--- config.mk ---
export PLATFORM = sky130hd
export DESIGN_NAME = dps_chip_top
export DESIGN_NICKNAME = d
export VERILOG_FILES = /design/src/verilog/dps_pkg.sv /design/src/verilog/dps_pin_mux.sv /design/src/verilog/jtag_tap.sv /design/src/verilog/spi_gpio_dev.sv /design/src/verilog/dps_chip_top.sv
export SDC_FILE = /design/constraint.sdc
export NUM_CORES = 1
export LEC_CHECK = 0
export BUFFER_PORTS_ARGS = -buffer_cell sky130_fd_sc_hd__buf_2
export CAP_MARGIN = 20
export CORE_UTILIZATION = 25
export DETAILED_ROUTE_END_ITERATION = 10
export PLACE_DENSITY_LB_ADDON = 0.08
export SLEW_MARGIN = 20
export SYNTH_ARGS = -nofsm -noshare
export SYNTH_HDL_FRONTEND = slang
export SYNTH_SLANG_ARGS = --single-unit
--- constraint.sdc ---
create_clock -name clk_i -period 3.75 [get_ports clk_i]
set_input_delay 0 -clock clk_i [delete_from_list [all_inputs] [get_ports clk_i]]
set_output_delay 0 -clock clk_i [all_outputs]
set_load 0.02 [all_outputs]
--- src/verilog/dps_pkg.sv ---
// Shared constants and types for the debug-port subsystem.
// Import into any module that needs pin positions, JTAG codes or the FSM enums.
package dps_pkg;

  // Shared debug pins and the GPIO bank
  localparam int DpsWidth  = 8;
  localparam int GpioWidth = 16;

  // Bit positions on the shared pins, bits 5 and 7 are not used here
  localparam int DpsTckSck   = 0;
  localparam int DpsTdiMosi  = 1;
  localparam int DpsTdoMiso  = 2;
  localparam int DpsTmsCsb   = 3;
  localparam int DpsTrstN    = 4;
  localparam int DpsJtagSpiN = 6;

  // Input synchronizer depth
  localparam int SyncStages = 2;

  // JTAG instruction register and codes
  localparam int                 IrWidth     = 4;
  localparam logic [31:0]        IdcodeValue = 32'h04F5_484D;
  localparam logic [IrWidth-1:0] IrIdcode    = 4'b0001;
  localparam logic [IrWidth-1:0] IrBypass    = 4'b1111;
  localparam logic [IrWidth-1:0] IrCapture   = 4'b0101;

  typedef enum logic [3:0] {
    TestLogicReset, RunTestIdle,
    SelectDrScan, CaptureDr, ShiftDr, Exit1Dr, PauseDr, Exit2Dr, UpdateDr,
    SelectIrScan, CaptureIr, ShiftIr, Exit1Ir, PauseIr, Exit2Ir, UpdateIr
  } tap_state_e;

  // First byte of an SPI frame
  typedef enum logic [7:0] {
    SpiWrGpio = 8'h02,
    SpiRdGpio = 8'h03
  } spi_op_e;

endpackage

--- src/verilog/dps_pin_mux.sv ---
// Front end of the shared debug pins. Latches the JTAG/SPI strap during
// reset, synchronizes the pins into clk_i and turns the clock pin into
// rise/fall strobes for the selected side. Also drives the shared TDO/MISO pin.
`timescale 1ns/1ps

module dps_pin_mux import dps_pkg::*; (
  input  logic                clk_i,
  input  logic                rst_n_i,
  input  logic [DpsWidth-1:0] dps_i,
  input  logic                tdo_i,
  input  logic                tdo_en_i,
  input  logic                miso_i,
  output logic                dps_o,
  output logic                jtag_mode_o,
  output logic                tck_rise_o,
  output logic                tck_fall_o,
  output logic                tms_o,
  output logic                tdi_o,
  output logic                trst_n_o,
  output logic                sck_rise_o,
  output logic                sck_fall_o,
  output logic                mosi_o,
  output logic                csb_o
);

  // Packed as {trst_n, tms/csb, tdi/mosi, tck/sck}
  logic [3:0] pins_raw;
  logic [3:0] sync_q [SyncStages];
  logic [3:0] pins_s;
  logic       jtag_mode_q;
  logic       clk_s_q;
  logic       rise_q;
  logic       fall_q;

  assign pins_raw = {dps_i[DpsTrstN], dps_i[DpsTmsCsb], dps_i[DpsTdiMosi], dps_i[DpsTckSck]};

  // Strap follows the pin while reset is low, then holds
  always_ff @(posedge clk_i) begin
    if (!rst_n_i) begin
      jtag_mode_q <= dps_i[DpsJtagSpiN];
    end
  end

  // csb resets high so the SPI side starts idle
  always_ff @(posedge clk_i) begin
    if (!rst_n_i) begin
      for (int i = 0; i < SyncStages; i++) begin
        sync_q[i] <= 4'b0100;
      end
    end else begin
      sync_q[0] <= pins_raw;
      for (int i = 1; i < SyncStages; i++) begin
        sync_q[i] <= sync_q[i-1];
      end
    end
  end

  assign pins_s = sync_q[SyncStages-1];

  // Edge register on the synchronized clock pin
  always_ff @(posedge clk_i) begin
    if (!rst_n_i) begin
      clk_s_q <= 1'b0;
      rise_q  <= 1'b0;
      fall_q  <= 1'b0;
    end else begin
      clk_s_q <= pins_s[0];
      rise_q  <= pins_s[0] & ~clk_s_q;
      fall_q  <= ~pins_s[0] & clk_s_q;
    end
  end

  assign jtag_mode_o = jtag_mode_q;
  assign tck_rise_o  = rise_q & jtag_mode_q;
  assign tck_fall_o  = fall_q & jtag_mode_q;
  assign sck_rise_o  = rise_q & ~jtag_mode_q;
  assign sck_fall_o  = fall_q & ~jtag_mode_q;

  assign tdi_o  = pins_s[1];
  assign mosi_o = pins_s[1];
  assign tms_o  = pins_s[2];
  // Idle side is held quiet: TAP in reset in SPI mode, csb high in JTAG mode
  assign csb_o    = pins_s[2] | jtag_mode_q;
  assign trst_n_o = pins_s[3] & jtag_mode_q;

  assign dps_o = jtag_mode_q ? (tdo_i & tdo_en_i) : miso_i;

  rise_fall_excl_a: assert property (@(posedge clk_i) disable iff (!rst_n_i)
    !(tck_rise_o && tck_fall_o) && !(sck_rise_o && sck_fall_o));

  no_spi_in_jtag_a: assert property (@(posedge clk_i) disable iff (!rst_n_i)
    jtag_mode_o |-> !(sck_rise_o || sck_fall_o));

endmodule

--- src/verilog/jtag_tap.sv ---
// Minimal JTAG TAP with IDCODE and BYPASS, clocked by clk_i.
// Moves on tck_rise strobes from the pin mux and drives TDO on tck_fall.
`timescale 1ns/1ps

module jtag_tap import dps_pkg::*; (
  input  logic clk_i,
  input  logic rst_n_i,
  input  logic tck_rise_i,
  input  logic tck_fall_i,
  input  logic tms_i,
  input  logic tdi_i,
  input  logic trst_n_i,
  output logic tdo_o,
  output logic tdo_en_o
);

  tap_state_e         state_q;
  tap_state_e         state_d;
  logic [IrWidth-1:0] ir_q;
  logic [IrWidth-1:0] ir_shift_q;
  logic [31:0]        dr_shift_q;
  logic               idcode_sel;
  logic               tap_rst;
  logic               tdo_q;
  logic               tdo_en_q;

  assign tap_rst = !rst_n_i || !trst_n_i;

  // Standard 1149.1 state graph
  always_comb begin
    state_d = state_q;
    case (state_q)
      TestLogicReset: state_d = tms_i ? TestLogicReset : RunTestIdle;
      RunTestIdle:    state_d = tms_i ? SelectDrScan : RunTestIdle;
      SelectDrScan:   state_d = tms_i ? SelectIrScan : CaptureDr;
      CaptureDr:      state_d = tms_i ? Exit1Dr : ShiftDr;
      ShiftDr:        state_d = tms_i ? Exit1Dr : ShiftDr;
      Exit1Dr:        state_d = tms_i ? UpdateDr : PauseDr;
      PauseDr:        state_d = tms_i ? Exit2Dr : PauseDr;
      Exit2Dr:        state_d = tms_i ? UpdateDr : ShiftDr;
      UpdateDr:       state_d = tms_i ? SelectDrScan : RunTestIdle;
      SelectIrScan:   state_d = tms_i ? TestLogicReset : CaptureIr;
      CaptureIr:      state_d = tms_i ? Exit1Ir : ShiftIr;
      ShiftIr:        state_d = tms_i ? Exit1Ir : ShiftIr;
      Exit1Ir:        state_d = tms_i ? UpdateIr : PauseIr;
      PauseIr:        state_d = tms_i ? Exit2Ir : PauseIr;
      Exit2Ir:        state_d = tms_i ? UpdateIr : ShiftIr;
      UpdateIr:       state_d = tms_i ? SelectDrScan : RunTestIdle;
      default:        state_d = TestLogicReset;
    endcase
  end

  // Unknown instructions fall back to BYPASS
  always_comb begin
    case (ir_q)
      IrIdcode: idcode_sel = 1'b1;
      default:  idcode_sel = 1'b0;
    endcase
  end

  always_ff @(posedge clk_i) begin
    if (tap_rst) begin
      state_q <= TestLogicReset;
    end else if (tck_rise_i) begin
      state_q <= state_d;
    end
  end

  // IR goes back to IDCODE whenever the TAP sits in Test-Logic-Reset
  always_ff @(posedge clk_i) begin
    if (tap_rst || state_q == TestLogicReset) begin
      ir_q <= IrIdcode;
    end else if (tck_fall_i && state_q == UpdateIr) begin
      ir_q <= ir_shift_q;
    end
  end

  // Capture and shift LSB first
  always_ff @(posedge clk_i) begin
    if (tck_rise_i) begin
      case (state_q)
        CaptureIr: ir_shift_q <= IrCapture;
        ShiftIr:   ir_shift_q <= {tdi_i, ir_shift_q[IrWidth-1:1]};
        CaptureDr: dr_shift_q <= idcode_sel ? IdcodeValue : '0;
        ShiftDr: begin
          if (idcode_sel) begin
            dr_shift_q <= {tdi_i, dr_shift_q[31:1]};
          end else begin
            // Single-bit bypass register lives in bit 0
            dr_shift_q <= {31'b0, tdi_i};
          end
        end
        default: ;
      endcase
    end
  end

  always_ff @(posedge clk_i) begin
    if (tap_rst) begin
      tdo_q    <= 1'b0;
      tdo_en_q <= 1'b0;
    end else if (tck_fall_i) begin
      tdo_en_q <= (state_q == ShiftDr) || (state_q == ShiftIr);
      if (state_q == ShiftIr) begin
        tdo_q <= ir_shift_q[0];
      end else if (state_q == ShiftDr) begin
        tdo_q <= dr_shift_q[0];
      end else begin
        tdo_q <= 1'b0;
      end
    end
  end

  assign tdo_o    = tdo_q;
  assign tdo_en_o = tdo_en_q;

  state_known_a: assert property (@(posedge clk_i) disable iff (!rst_n_i)
    !$isunknown(state_q));

endmodule

--- src/verilog/spi_gpio_dev.sv ---
// SPI mode-0 device for the GPIO bank. Frames are an opcode byte plus
// 16 data bits MSB first: 0x02 writes gpio_o, 0x03 reads back gpio_i.
// Runs on sck strobes from the pin mux, csb high aborts a frame.
`timescale 1ns/1ps

module spi_gpio_dev import dps_pkg::*; (
  input  logic                 clk_i,
  input  logic                 rst_n_i,
  input  logic                 sck_rise_i,
  input  logic                 sck_fall_i,
  input  logic                 mosi_i,
  input  logic                 csb_i,
  input  logic [GpioWidth-1:0] gpio_i,
  output logic                 miso_o,
  output logic [GpioWidth-1:0] gpio_o
);

  logic [4:0]           bit_cnt_q;
  logic [GpioWidth-1:0] rx_q;
  logic [GpioWidth-1:0] tx_q;
  logic [GpioWidth-1:0] gpio_q;
  logic [7:0]           op_byte;
  logic                 wr_op_q;
  logic                 rd_op_q;
  logic                 miso_q;
  logic                 op_done;
  logic                 frame_done;
  logic                 tx_window;

  // Opcode as it completes on the 8th rise
  assign op_byte    = {rx_q[6:0], mosi_i};
  assign op_done    = (bit_cnt_q == 5'd7);
  assign frame_done = (bit_cnt_q == 5'd23);
  // Falls after rises 8 to 23 carry read data
  assign tx_window  = (bit_cnt_q >= 5'd8) && (bit_cnt_q <= 5'd23);

  // Bit count saturates at 24, extra bits are ignored
  always_ff @(posedge clk_i) begin
    if (!rst_n_i || csb_i) begin
      bit_cnt_q <= '0;
      wr_op_q   <= 1'b0;
      rd_op_q   <= 1'b0;
    end else if (sck_rise_i) begin
      if (bit_cnt_q != 5'd24) begin
        bit_cnt_q <= bit_cnt_q + 5'd1;
      end
      if (op_done) begin
        case (spi_op_e'(op_byte))
          SpiWrGpio: wr_op_q <= 1'b1;
          SpiRdGpio: rd_op_q <= 1'b1;
          default: ;
        endcase
      end
    end
  end

  always_ff @(posedge clk_i) begin
    if (sck_rise_i) begin
      rx_q <= {rx_q[GpioWidth-2:0], mosi_i};
    end
  end

  always_ff @(posedge clk_i) begin
    if (!rst_n_i) begin
      gpio_q <= '0;
    end else if (!csb_i && sck_rise_i && wr_op_q && frame_done) begin
      gpio_q <= {rx_q[GpioWidth-2:0], mosi_i};
    end
  end

  // Snapshot of the inputs right after the read opcode
  always_ff @(posedge clk_i) begin
    if (sck_rise_i && op_done && spi_op_e'(op_byte) == SpiRdGpio) begin
      tx_q <= gpio_i;
    end else if (sck_fall_i && tx_window) begin
      tx_q <= {tx_q[GpioWidth-2:0], 1'b0};
    end
  end

  always_ff @(posedge clk_i) begin
    if (!rst_n_i || csb_i) begin
      miso_q <= 1'b0;
    end else if (sck_fall_i) begin
      miso_q <= rd_op_q && tx_window && tx_q[GpioWidth-1];
    end
  end

  assign miso_o = miso_q;
  assign gpio_o = gpio_q;

  gpio_in_frame_a: assert property (@(posedge clk_i) disable iff (!rst_n_i)
    !$stable(gpio_o) |-> !$past(csb_i));

endmodule

--- src/verilog/dps_chip_top.sv ---
// Debug-port subsystem top. Shared DPS pins feed either the JTAG TAP or
// the SPI GPIO device, chosen by the strap on dps bit 6 at reset.
`timescale 1ns/1ps

module dps_chip_top import dps_pkg::*; (
  input  logic                 clk_i,
  input  logic                 rst_n_i,
  input  logic [DpsWidth-1:0]  dps_i,
  output logic                 dps_o,
  input  logic [GpioWidth-1:0] gpio_i,
  output logic [GpioWidth-1:0] gpio_o
);

  logic tck_rise;
  logic tck_fall;
  logic tms;
  logic tdi;
  logic trst_n;
  logic sck_rise;
  logic sck_fall;
  logic mosi;
  logic csb;
  logic tdo;
  logic tdo_en;
  logic miso;

  dps_pin_mux u_pin_mux (
    .clk_i       (clk_i),
    .rst_n_i     (rst_n_i),
    .dps_i       (dps_i),
    .tdo_i       (tdo),
    .tdo_en_i    (tdo_en),
    .miso_i      (miso),
    .dps_o       (dps_o),
    .jtag_mode_o (),
    .tck_rise_o  (tck_rise),
    .tck_fall_o  (tck_fall),
    .tms_o       (tms),
    .tdi_o       (tdi),
    .trst_n_o    (trst_n),
    .sck_rise_o  (sck_rise),
    .sck_fall_o  (sck_fall),
    .mosi_o      (mosi),
    .csb_o       (csb)
  );

  jtag_tap u_jtag_tap (
    .clk_i      (clk_i),
    .rst_n_i    (rst_n_i),
    .tck_rise_i (tck_rise),
    .tck_fall_i (tck_fall),
    .tms_i      (tms),
    .tdi_i      (tdi),
    .trst_n_i   (trst_n),
    .tdo_o      (tdo),
    .tdo_en_o   (tdo_en)
  );

  spi_gpio_dev u_spi_gpio (
    .clk_i      (clk_i),
    .rst_n_i    (rst_n_i),
    .sck_rise_i (sck_rise),
    .sck_fall_i (sck_fall),
    .mosi_i     (mosi),
    .csb_i      (csb),
    .gpio_i     (gpio_i),
    .miso_o     (miso),
    .gpio_o     (gpio_o)
  );

endmodule

==> out/results.ini <==
[finish]
fin_util=0.332
fill_cells=1776
final_layout_size_suffix_gt1_frac=0.228
fin_nets=440
antenna_cells=0
areaGrowthSynthToFinish_pct=28.4

[critical_path]
cp.required_ns=3.85
reg2reg_depth=5
end_kind=flip-flop
critPathMaxStageDelay_ns=0.55
cp_top_family=simple AND/OR/NAND/NOR gates
crit_chain=or4b_4 > nor4_4 > nand2_4 > o21ai_1 > buf_4
cp.depth=5
cp_max_fo=16
crit_type=reg2reg
worstSetupStartpointType=flip-flop
slowest_stage=or4b_4
cp.buffers_inverters=1
cp.arrival_ns=2.43

[yosys]
async_reset_ff_frac=0
yosys_warnings=0
synth_area_sq_um=4500
synth_top_cells_by_area=edfxtp_1 45%, dfxtp_1 20%, mux2i_1 4.7%
yosys.area.top_type_share=0.454
ys_seq_elements=113
synth_area_per_cell_sq_um=13.1
synth.distinct_cells=45
synthCells=344
synth-seq-area-share=0.654
synthesis.nets=372
synth_edf_count=68
synthFlopType=edfxtp_1
synth_top_cell_by_area=edfxtp_1

[run]
cap_violations=0

[sta]
period_share=0.622
finalHoldViolCount=0
finalMaxSlewViolations=0
min_period_ns=2.33
clock_skew_ns=0.00811
tightest_slew_ns=0.759
fmax_mhz=429
rsz0062_at_grt=no
setup-violations-final=0
relSlewSlack=0.494
finalSetupTns_ns=0

[clock_network]
cts_tree=built
clkTransAtPathRegs_ns=0.06
cts.repair.resized=0
insertion_delay_ns=0.41
post_cts_hold_buffer_count=26
cts_root_buffer=clkbuf_16
cts_max_level=4
numClockSinks=113
clockBufferDepth=2
numCtsBuffers=17
cts_setup_buffers=0

[route]
drtIter0Drc=132
remaining_drc_errors=0
dr.pass1.iters=4
routed_wl_um=9100
vias=2833
wl_per_cell_um=14.0
vias_per_cell=4.36
antenna_left=0

[floorplanning]
initial_core_util=0.258
row_count=48
dieArea_sq_um=18500
die_x_um=136
io_pins=43
die_h_um=136
core-area_sq_um=17400

[pwr]
ir_drop_mv=0.293
leakage_nw=2.18
cellPowerDensity_nw_per_um2=510

[placement]
dp_hpwl_um=5470
io_buffers=39
gp_congestion=0.700

[hold_path]
worstHoldPathCells=2
hold_path_class=in2reg

[grt]
grt_pass1_wl_um=15200
grt_use_total=0.110
grt_pass1_vias=2795
grt_max_degree=34
antenna_found_initial=0
grt.overflow.total=0

[status]
status=finished clean

[power by group]
part / total, mW / leakage [nW] / switching [mW] / internal, mW
Clock: 1.58 / 0.282 / 0.618 / 0.957
Sequential: 1.32 / 1.02 / 0.00823 / 1.31
Combinational: 0.0492 / 0.883 / 0.0184 / 0.0308
Total: 2.94 / 2.18 / 0.645 / 2.30
[synthesized netlist by cell type (2+ instances only)]
| cell | instances |
|---|---|
| nor4_4 | 2 |
| nand4_1 | 2 |
| clkbuf_1 | 16 |
| mux2_2 | 7 |
| nor2b_1 | 3 |
| ha_1 | 2 |
| nand3_1 | 9 |
| mux2_4 | 9 |
| o21ai_0 | 6 |
| nand2_1 | 9 |
| o21a_1 | 15 |
| a31oi_1 | 2 |
| and3_1 | 24 |
| a21oi_1 | 10 |
| buf_1 | 2 |
| and2_1 | 10 |
| nor2_1 | 35 |
| or3_1 | 3 |
| inv_1 | 5 |
| o31ai_1 | 2 |
| mux2i_1 | 21 |
| nand2b_1 | 5 |
| edfxtp_1 | 68 |
| dfxtp_1 | 45 |
| a311oi_1 | 2 |
| a211oi_1 | 2 |
| xnor2_1 | 2 |
| xor2_1 | 3 |
| nor3_1 | 6 |
| nor3b_1 | 2 |
[through the flow]
stage | hold slack, ns | setup WS [ns] | cells | power [mW] | instance area [sq um]
6_report | 0.301 | 1.42 | 650 | 2.94 | 5780
5_1_grt | 0.286 | 1.27 | 650 | 3.05 | 5780
4_1_cts | 0.288 | 1.36 | 650 | 2.99 | 5780
3_5_place_dp | 0.189 | 1.37 | 592 | 1.37 | 4940
3_3_place_gp | 0.189 | 1.39 | 592 | 1.37 | 4940
2_1_floorplan | 0.0989 | 0.835 | 344 | 1.36 | 4500
[layout by cell type (no fill, tap or decap), types with 2 or more instances in the layout]
cell,instances
clkinv_4,3
dlygate4sd3_1,26
ha_1,2
clkinvlp_4,2
buf_2,39
xor2_1,3
nor3_1,5
or3_1,3
mux2i_1,21
nand2_1,9
clkbuf_8,2
nand2b_1,5
dfxtp_1,45
a211oi_1,2
nor4_4,2
nor3b_1,2
nand4_1,2
and2_1,10
a21oi_1,10
a311oi_1,2
nor2b_1,3
edfxtp_1,68
o31ai_1,2
nand3_1,9
inv_1,5
inv_6,5
mux2_4,9
mux2_2,7
xnor2_1,2
buf_4,4
o21a_1,15
o21ai_0,5
and3_1,24
nor2_1,35
a31oi_1,2
clkbuf_16,17
[per-layer routing]
metal,global-route usage,vias up,share of wire
met5,0,-,0
met4,0.0426,0,0.015
met3,0.0436,12,0.031
met2,0.161,28,0.46
met1,0.143,1395,0.49
li1,-,1398,-
[worst register-to-register path: cells and delay by family, from the launching register on]
family,cells,cell delay (ns)
AOI/OAI and AO/OA,1,0.14
DFF,1,0.43
buffers and inverters,1,0.26
and+or+nand+nor,3,1.19
[worst paths after layout]
path | start | endpoint | slack [ns]
max | u_spi_gpio.rx_q[6] | u_spi_gpio.tx_q[12] | 1.42
min | dps_i[6] | u_pin_mux.jtag_mode_o | 0.30
max reg2reg | u_spi_gpio.rx_q[6] | u_spi_gpio.tx_q[12] | 1.42
min reg2reg | u_pin_mux.clk_s_q | u_pin_mux.rise_q | 0.40
[flip-flops by register name, indices dropped and copies added, names as in the netlist, 4 cells and up]
name,flops
u_pin_mux.sync_q,8
u_spi_gpio.tx_q,16
u_spi_gpio.bit_cnt_q,5
u_spi_gpio.gpio_o,16
u_jtag_tap.dr_shift_q,32
u_jtag_tap.state_q,4
u_jtag_tap.ir_shift_q,4
u_spi_gpio.rx_q,15
u_jtag_tap.ir_q,4
[cell families (layout without fill, tap and decap cells)]
family / after synthesis / after routing / synth area share
adder cells (fa/ha/maj): 2 / 2 / 0.00556
buffers and inverters: 26 / 107 / 0.0242
flip-flops: 113 / 113 / 0.654
multiplexers: 37 / 37 / 0.0943
AO/OA/AOI/OAI: 44 / 44 / 0.0654
AND/OR/NAND/NOR: 117 / 117 / 0.147
XOR/XNOR: 5 / 5 / 0.00974
[area by class of cell]
cell class | count | area [sq um] | area share
Clock inverter | 13 | 126 | 0.0219
Tap cell | 225 | 282 | 0.0487
Clock buffer | 19 | 453 | 0.0784
Inverter | 6 | 22.5 | 0.00390
Multi-Input combinational cell | 205 | 1460 | 0.253
Timing Repair Buffer | 69 | 485 | 0.0841
Sequential cell | 113 | 2940 | 0.510
(Power assumes the default switching activity.)
